<file path="config.mk">
export PLATFORM = sky130hd
export DESIGN_NAME = frontend_top
export DESIGN_NICKNAME = d
export VERILOG_FILES = /design/src/source/fetch_pkg.sv /design/src/source/fetch_unit.sv /design/src/source/instr_queue.sv /design/src/source/instr_decode.sv /design/src/source/frontend_top.sv
export SDC_FILE = /design/constraint.sdc
export NUM_CORES = 1
export LEC_CHECK = 0
export BUFFER_PORTS_ARGS = -buffer_cell sky130_fd_sc_hd__clkbuf_2
export CORE_MARGIN = 2
export CORE_UTILIZATION = 31
export CTS_CLUSTER_SIZE = 14
export DETAILED_ROUTE_END_ITERATION = 7
export GPL_TIMING_DRIVEN = 0
export HOLD_SLACK_MARGIN = 0.02
export SLEW_MARGIN = 40
export SYNTH_ARGS = -nofsm -noshare
export SYNTH_HDL_FRONTEND = slang
export SYNTH_HIERARCHICAL = 1
export SYNTH_SLANG_ARGS = --single-unit
</file>
<file path="constraint.sdc">
create_clock -name clk -period 10.52 [get_ports clk]
set_input_delay 0.526 -clock clk [delete_from_list [all_inputs] [get_ports clk]]
set_output_delay 0.526 -clock clk [all_outputs]
set_load 0.01 [all_outputs]
</file>
<file path="src/source/fetch_pkg.sv">
// shared widths, opcode classes and payload structs of the fetch front end, imported by every block
package fetch_pkg;

    localparam int xlen = 32;
    localparam logic [xlen-1:0] reset_pc = '0; // first fetch address

    // major opcode field, instr[6:0]
    localparam logic [6:0] opc_lui    = 7'b0110111;
    localparam logic [6:0] opc_auipc  = 7'b0010111;
    localparam logic [6:0] opc_jal    = 7'b1101111;
    localparam logic [6:0] opc_jalr   = 7'b1100111;
    localparam logic [6:0] opc_branch = 7'b1100011;
    localparam logic [6:0] opc_load   = 7'b0000011;
    localparam logic [6:0] opc_store  = 7'b0100011;
    localparam logic [6:0] opc_imm    = 7'b0010011;
    localparam logic [6:0] opc_reg    = 7'b0110011;

    typedef enum logic [3:0] {
        op_lui,
        op_auipc,
        op_jal,
        op_jalr,
        op_branch,
        op_load,
        op_store,
        op_imm,
        op_reg,
        op_illegal  // anything not listed above
    } opcode_t;

    // one fetched word and where it came from
    typedef struct packed {
        logic [xlen-1:0] pc;
        logic [xlen-1:0] instr;
    } fetch_entry_t;

    // payload of the issue port
    typedef struct packed {
        logic [xlen-1:0] pc;
        opcode_t         opcode;
        logic [4:0]      rd;
        logic [4:0]      rs1;
        logic [xlen-1:0] imm;    // sign extended, 0 for reg and illegal
    } decoded_t;

endpackage

</file>
<file path="src/source/fetch_unit.sv">
// program counter and four-phase instruction memory master feeding the instruction queue
`timescale 1ns/100ps

module fetch_unit
    import fetch_pkg::*;
(
    input  logic            clk,
    input  logic            rst,
    input  logic            mem_ack,
    input  logic [xlen-1:0] mem_rdata,
    input  logic            queue_full,
    input  logic            redirect,
    input  logic [xlen-1:0] redirect_pc,
    output logic            mem_req,
    output logic [xlen-1:0] mem_addr,
    output logic            wr_en,
    output fetch_entry_t    wr_entry
);

    typedef enum logic [1:0] {
        st_idle,
        st_wait_ack,
        st_wait_release
    } state_t;

    state_t          state;
    logic [xlen-1:0] pc;       // next address to fetch
    logic            discard;  // in-flight word is on the wrong path

    // a redirect in the ack cycle kills the word as well
    assign wr_en = (state == st_wait_ack) && mem_ack && !discard && !redirect;

    // mem_addr is held for the whole handshake, so it tags the word
    assign wr_entry = '{pc: mem_addr, instr: mem_rdata};

    always_ff @(posedge clk)
    begin
        if (rst)
        begin
            state    <= st_idle;
            mem_req  <= 1'b0;
            mem_addr <= reset_pc;
            pc       <= reset_pc;
            discard  <= 1'b0;
        end
        else
        begin
            if (redirect)
                pc <= redirect_pc;
            else if (wr_en)
                pc <= pc + xlen'(4);

            case (state)
                st_idle:
                begin
                    // one fetch in flight at most
                    if (!mem_ack && !queue_full)
                    begin
                        mem_req  <= 1'b1;
                        mem_addr <= redirect ? redirect_pc : pc;
                        discard  <= 1'b0;
                        state    <= st_wait_ack;
                    end
                end

                st_wait_ack:
                begin
                    if (redirect)
                        discard <= 1'b1;  // let the handshake finish, drop the data
                    if (mem_ack)
                    begin
                        mem_req <= 1'b0;
                        state   <= st_wait_release;
                    end
                end

                st_wait_release:
                begin
                    if (!mem_ack)
                        state <= st_idle;  // memory has released the bus
                end

                default:
                begin
                    state <= st_idle;
                end
            endcase
        end
    end

endmodule

</file>
<file path="src/source/instr_queue.sv">
// circular FIFO of fetch entries between fetch and decode, with registered reads and flush
`timescale 1ns/100ps

module instr_queue
    import fetch_pkg::*;
#(
    parameter int QUEUE_DEPTH = 8  // power of two, holds QUEUE_DEPTH-1 entries
)
(
    input  logic         clk,
    input  logic         rst,
    input  logic         flush,
    input  logic         wr_en,
    input  fetch_entry_t wr_entry,
    input  logic         rd_en,
    output logic         empty,
    output logic         full,
    output fetch_entry_t rd_entry,
    output logic         rd_valid
);

    localparam int ptr_w = $clog2(QUEUE_DEPTH);

    fetch_entry_t     mem [QUEUE_DEPTH];
    logic [ptr_w-1:0] rd_ptr;
    logic [ptr_w-1:0] wr_ptr;
    logic [ptr_w-1:0] wr_ptr_next;
    logic [ptr_w-1:0] rd_ptr_next;
    logic             do_write;
    logic             do_read;

    // pointers wrap naturally at the power-of-two depth
    assign wr_ptr_next = wr_ptr + 1'b1;
    assign rd_ptr_next = rd_ptr + 1'b1;

    // one slot stays unused so full and empty differ
    assign empty = (rd_ptr == wr_ptr);
    assign full  = (wr_ptr_next == rd_ptr);

    assign do_write = wr_en && !full;
    assign do_read  = rd_en && !empty;

    // control state
    always_ff @(posedge clk)
    begin
        if (rst || flush)
        begin
            rd_ptr   <= '0;
            wr_ptr   <= '0;
            rd_valid <= 1'b0;  // no response in a flush cycle
        end
        else
        begin
            if (do_write)
                wr_ptr <= wr_ptr_next;
            if (do_read)
                rd_ptr <= rd_ptr_next;
            rd_valid <= do_read;  // one-cycle response pulse
        end
    end

    // storage and read data
    always_ff @(posedge clk)
    begin
        if (do_write)
            mem[wr_ptr] <= wr_entry;
        if (do_read)
            rd_entry <= mem[rd_ptr];
    end

endmodule

</file>
<file path="src/source/instr_decode.sv">
// pops the instruction queue, decodes each word, resolves jal and issues over a four-phase port
`timescale 1ns/100ps

module instr_decode
    import fetch_pkg::*;
(
    input  logic            clk,
    input  logic            rst,
    input  logic            empty,
    input  fetch_entry_t    rd_entry,
    input  logic            rd_valid,
    input  logic            issue_ack,
    output logic            rd_en,
    output logic            redirect,
    output logic [xlen-1:0] redirect_pc,
    output logic            issue_req,
    output decoded_t        issue_data
);

    typedef enum logic [1:0] {
        st_pop,
        st_wait_data,
        st_issue,
        st_release
    } state_t;

    state_t          state;
    decoded_t        dec;
    logic [xlen-1:0] instr;
    logic [xlen-1:0] imm_i;
    logic [xlen-1:0] imm_s;
    logic [xlen-1:0] imm_b;
    logic [xlen-1:0] imm_u;
    logic [xlen-1:0] imm_j;

    assign instr = rd_entry.instr;

    // immediate formats, all sign extended from bit 31
    assign imm_i = {{20{instr[31]}}, instr[31:20]};
    assign imm_s = {{20{instr[31]}}, instr[31:25], instr[11:7]};
    assign imm_b = {{19{instr[31]}}, instr[31], instr[7], instr[30:25], instr[11:8], 1'b0};
    assign imm_u = {instr[31:12], 12'b0};
    assign imm_j = {{11{instr[31]}}, instr[31], instr[19:12], instr[20], instr[30:21], 1'b0};

    always_comb
    begin
        dec.pc  = rd_entry.pc;
        dec.rd  = instr[11:7];   // raw fields, whatever the class
        dec.rs1 = instr[19:15];
        dec.imm = '0;
        case (instr[6:0])
            opc_lui:    begin dec.opcode = op_lui;    dec.imm = imm_u; end
            opc_auipc:  begin dec.opcode = op_auipc;  dec.imm = imm_u; end
            opc_jal:    begin dec.opcode = op_jal;    dec.imm = imm_j; end
            opc_jalr:   begin dec.opcode = op_jalr;   dec.imm = imm_i; end
            opc_branch: begin dec.opcode = op_branch; dec.imm = imm_b; end
            opc_load:   begin dec.opcode = op_load;   dec.imm = imm_i; end
            opc_store:  begin dec.opcode = op_store;  dec.imm = imm_s; end
            opc_imm:    begin dec.opcode = op_imm;    dec.imm = imm_i; end
            opc_reg:    dec.opcode = op_reg;
            default:    dec.opcode = op_illegal;
        endcase
    end

    assign rd_en = (state == st_pop) && !empty;

    // jal redirects as its issue handshake closes
    assign redirect    = (state == st_release) && !issue_ack && (issue_data.opcode == op_jal);
    assign redirect_pc = issue_data.pc + issue_data.imm;

    always_ff @(posedge clk)
    begin
        if (rst)
        begin
            state     <= st_pop;
            issue_req <= 1'b0;
        end
        else
        begin
            case (state)
                st_pop:
                    if (rd_en)
                        state <= st_wait_data;
                st_wait_data:
                begin
                    if (rd_valid)
                    begin
                        issue_req <= 1'b1;
                        state     <= st_issue;
                    end
                end
                st_issue:
                begin
                    if (issue_ack)
                    begin
                        issue_req <= 1'b0;
                        state     <= st_release;
                    end
                end
                st_release:
                    if (!issue_ack)
                        state <= st_pop;  // queue already flushed after a jal
                default:
                    state <= st_pop;
            endcase
        end
    end

    // issue payload, held stable through the handshake
    always_ff @(posedge clk)
    begin
        if (state == st_wait_data && rd_valid)
            issue_data <= dec;
    end

endmodule

</file>
<file path="src/source/frontend_top.sv">
// fetch front end top level, wiring fetch unit, instruction queue and decode together
`timescale 1ns/100ps

module frontend_top
    import fetch_pkg::*;
#(
    parameter int QUEUE_DEPTH = 8
)
(
    input  logic            clk,
    input  logic            rst,
    input  logic            mem_ack,
    input  logic [xlen-1:0] mem_rdata,
    input  logic            issue_ack,
    output logic            mem_req,
    output logic [xlen-1:0] mem_addr,
    output logic            issue_req,
    output decoded_t        issue_data
);

    logic            queue_full;
    logic            queue_empty;
    logic            wr_en;
    fetch_entry_t    wr_entry;
    logic            rd_en;
    fetch_entry_t    rd_entry;
    logic            rd_valid;
    logic            redirect;      // also flushes the queue
    logic [xlen-1:0] redirect_pc;

    fetch_unit u_fetch (
        .clk         (clk),
        .rst         (rst),
        .mem_ack     (mem_ack),
        .mem_rdata   (mem_rdata),
        .queue_full  (queue_full),
        .redirect    (redirect),
        .redirect_pc (redirect_pc),
        .mem_req     (mem_req),
        .mem_addr    (mem_addr),
        .wr_en       (wr_en),
        .wr_entry    (wr_entry)
    );

    instr_queue #(
        .QUEUE_DEPTH (QUEUE_DEPTH)
    ) u_queue (
        .clk      (clk),
        .rst      (rst),
        .flush    (redirect),
        .wr_en    (wr_en),
        .wr_entry (wr_entry),
        .rd_en    (rd_en),
        .empty    (queue_empty),
        .full     (queue_full),
        .rd_entry (rd_entry),
        .rd_valid (rd_valid)
    );

    instr_decode u_decode (
        .clk         (clk),
        .rst         (rst),
        .empty       (queue_empty),
        .rd_entry    (rd_entry),
        .rd_valid    (rd_valid),
        .issue_ack   (issue_ack),
        .rd_en       (rd_en),
        .redirect    (redirect),
        .redirect_pc (redirect_pc),
        .issue_req   (issue_req),
        .issue_data  (issue_data)
    );

endmodule

</file>
==> out/qor.txt <==
Die ar. - 0.100 mm2
IO Port Bufs - 115
Hold Crit Endpoint - u_queue/mem[0][26]
Post-Synth Adder-Cell Area - 0.0168
CTS Buf Count - 73
Max-slew headroom - 0.404
Final GP Congestion - 0.933
Yosys warning count - 6
Clk slew on worst S/H paths - 0.06 ns
Post_cts resized - 0
Startpoint types - register
Clk_lat worst skew - 0.63 ns
Leakage - 12.1 nW
Final setup violation count - 0
RSZ-0062 raised after global routing - no
CTS tree - built
Hold-fix buffers, CTS - 0
Overall Global Routing Usage - 0.163
Post-Synth Simple-Gate Area - 0.0513
CTS root buffer - clkbuf_16
Htree depth - 3
Die X - 316 um
Synth Cell Area - 0.0303 mm2
Crit-path cells - nand4bb_1 -> nor3_2 -> clkbuf_1 -> clkbuf_1 -> nor2_1 -> nand2_1 -> nor3_2 -> buf_4 -> buf_2 -> buf_4 -> buf_4 -> buf_4 -> buf_4
Pwr dens - 171 mW/mm2
Synth Flop Type - edfxtp_1
Fin crit period - 4.41 ns
Fin area - 0.0358 mm2
Crit Path Class - reg -> reg
Gate power share - 0.038
Outcome - finished clean
Iteration-0 DRC Markers - 1,850
Slowest stage delay, CP - 0.58 ns
Placed cell area - 0.0334 mm2
Crit end category - register
Fin util - 0.371
Final worst slack - 6.11 ns
Count of pins over their slew limit - 0
Reg2reg start - u_decode/issue_data[42]
Total of max-cap violations - 0
Final ANT Viol Nets - 0
Initial Util - 0.313
Post-synth EDFFs - 654
Final-report hold violation count - 0
DRC viols - 0
FMAX - 227 MHz
Routed vias - 17.2k
Final WL - 81.9 mm
Syn_area_per_cell - 17.4 um2
Hold path startpoint - mem_rdata[26]
Nets@finish - 2,126
Clock Path Buffers - 3
Syn-to-layout area delta - 18.4%
Post-layout power - 6.14 mW
WP data arrival - 4.79 ns
Switching part of the total - 0.209
Post-Synthesis Net Count - 1,815
Worst R2R End - u_queue/mem[6][10]
Worst-Margin Slew - 0.894 ns
Remaining Overflow, GRT - 0
R2R depth - 13
Final period util - 0.419
Post-DP HPWL - 61.2 mm
CP Max Fanout - 10
I/O pin cnt - 148
P_sw - 1.29 mW
Die H - 316 um
Rows - 114
Final non-filler cell total - 3,386
Synth Instances - 1,739
Synthesized flop and latch total - 732
First-pass GRT wire length - 119 mm
Worst path bufs/invs - 8
Fin Clk Skew - 0.0251 ns
WL/cell - 24.2 um
Core Box Area - 0.0967 mm2
Post-synthesis compound-gate area fraction - 0.0562
CTS sink count - 732
Largest net degree at the start of global routing - 47
Sequential power share - 0.528
Register-to-register setup slack - 6.11 ns
# Post-CTS Setup Buffers - 0
Ys async rst share - 0
Most used cell, CP - buf_4
WHS - 0.124 ns
Cells after DPL - 3,251
Worst-path cell with the longest stage delay - nor3_2
Crit path max-delay family - buffers and inverters
Worst min-delay path class - in -> reg
Layout cells sized above 1 - 0.320
Register area share after synthesis - 0.701
CP Launch Point - u_decode/issue_data[42]
Initial antenna violation count - 7
Crit path required time - 10.90 ns
Length of the first detailed-routing pass in iterations - 5
VDD IR-drop max - 116 uV
Internal power - 4.86 mW
Setup TNS - 0 ns
Mux cell area share after synthesis - 0.129
Distinct cells, synth - 87
Hold path depth - 1
Clock power share - 0.434
Pre-CTS WS - 6.02 ns
Vias per cell - 5.07
Xor-xnor portion of the synthesized cell area - 0.0141
Vias in the first global route - 17.2k
Main combinational cell family by area after synthesis - multiplexers
[registers in the layout, indices dropped and copies added (netlist names)]
name,cells
u_queue/mem,512
u_queue/rd_ptr,3
u_decode/issue_req,1
u_decode/state,2
u_fetch/mem_addr,32
u_decode/issue_data,78
u_queue/wr_ptr,3
u_queue/rd_valid,1
u_fetch/mem_req,1
u_fetch/state,2
u_fetch/pc,32
u_fetch/discard,1
u_queue/rd_entry,64
[how the worst max path moves through the flow]
stage | slack (ns) | end | cells after the start
finish | 6.11 | u_queue/mem[6][10] | 13
global route | 5.95 | u_queue/mem[6][8] | 13
CTS | 6.19 | u_queue/mem[6][10] | 13
detailed placement | 6.02 | u_queue/mem[6][8] | 14
global placement | -5.85 | u_queue/mem[1][16] | 8
floorplan | 2.27 | u_queue/mem[2][0] | 7
[cells in the mapped netlist (7+ instances only)]
master | instances | area (um2)
mux2i_1 | 28 | 280
o31ai_1 | 9 | 67.6
nor2b_1 | 11 | 68.8
and2_1 | 16 | 100
ha_1 | 39 | 488
a21oi_1 | 42 | 210
edfxtp_1 | 654 | 19600
o21ai_0 | 24 | 120
a311oi_1 | 20 | 175
nor2_1 | 95 | 357
xor2_1 | 20 | 175
a211oi_1 | 39 | 293
nor4_1 | 12 | 75.1
buf_2 | 18 | 90.1
nand4_1 | 15 | 93.8
clkbuf_1 | 47 | 176
mux2_2 | 66 | 743
nand3_1 | 22 | 110
buf_4 | 64 | 480
or4_1 | 7 | 52.6
a21o_1 | 29 | 218
mux4_2 | 128 | 2880
o21ai_1 | 9 | 45.0
buf_6 | 11 | 124
and3_1 | 9 | 56.3
dfxtp_1 | 78 | 1560
xnor2_1 | 24 | 210
nand2_1 | 62 | 233
nor3_1 | 22 | 110
inv_1 | 14 | 52.6
or3_1 | 8 | 50.1
[power groups by stage]
stage                     Clock (mW)  Combinational (mW)  Sequential, mW
after global placement             0               0.214            3.31
after CTS                       2.71               0.234            3.24
final                           2.67               0.232            3.24
after detailed placement           0               0.233            3.31
after floorplan                    0               0.149            3.29
after global routing            2.82               0.255            3.25
[cells by family after synthesis]
group / after synthesis
and+or+nand+nor: 305
buffers and inverters: 163
muxes: 222
xor gates and xnor gates: 46
DFF: 732
adders and majority gates: 40
AOI/OAI and AO/OA: 231
[placed cells by master (no fill, tap or decap), drive strengths merged, types with 17 or more instances in the layout]
master	n
clkinv	27
a311oi	22
a21o	32
dfxtp	78
o21ai	34
mux2i	28
ha	39
nand4	17
nor3	23
and2	17
nand2	62
a21oi	45
nor2	96
a211oi	43
buf	219
mux4	128
xnor2	24
inv	19
nand3	23
clkbuf	254
mux2	66
xor2	21
edfxtp	654
[cell type report]
cell class                      instances  area, um2
Tap cell                             1276       1600
Inverter                               15       61.3
Clock inverter                         43        536
Fill cell                            8976      60900
Timing Repair Buffer                  236       1460
Antenna cell                            2       5.00
Multi-Input combinational cell        844       8150
Sequential cell                       732      21200
Clock buffer                           90       1920
Buffer                                148        912
[metal layers]
layer	up-vias	GRT usage	part of all wire
met5	-	0	0.00033
met4	4	0.0383	0.019
met3	100	0.0377	0.079
met2	649	0.255	0.46
met1	8890	0.231	0.44
li1	7532	-	-
Power figures use the tool's default switching activity.
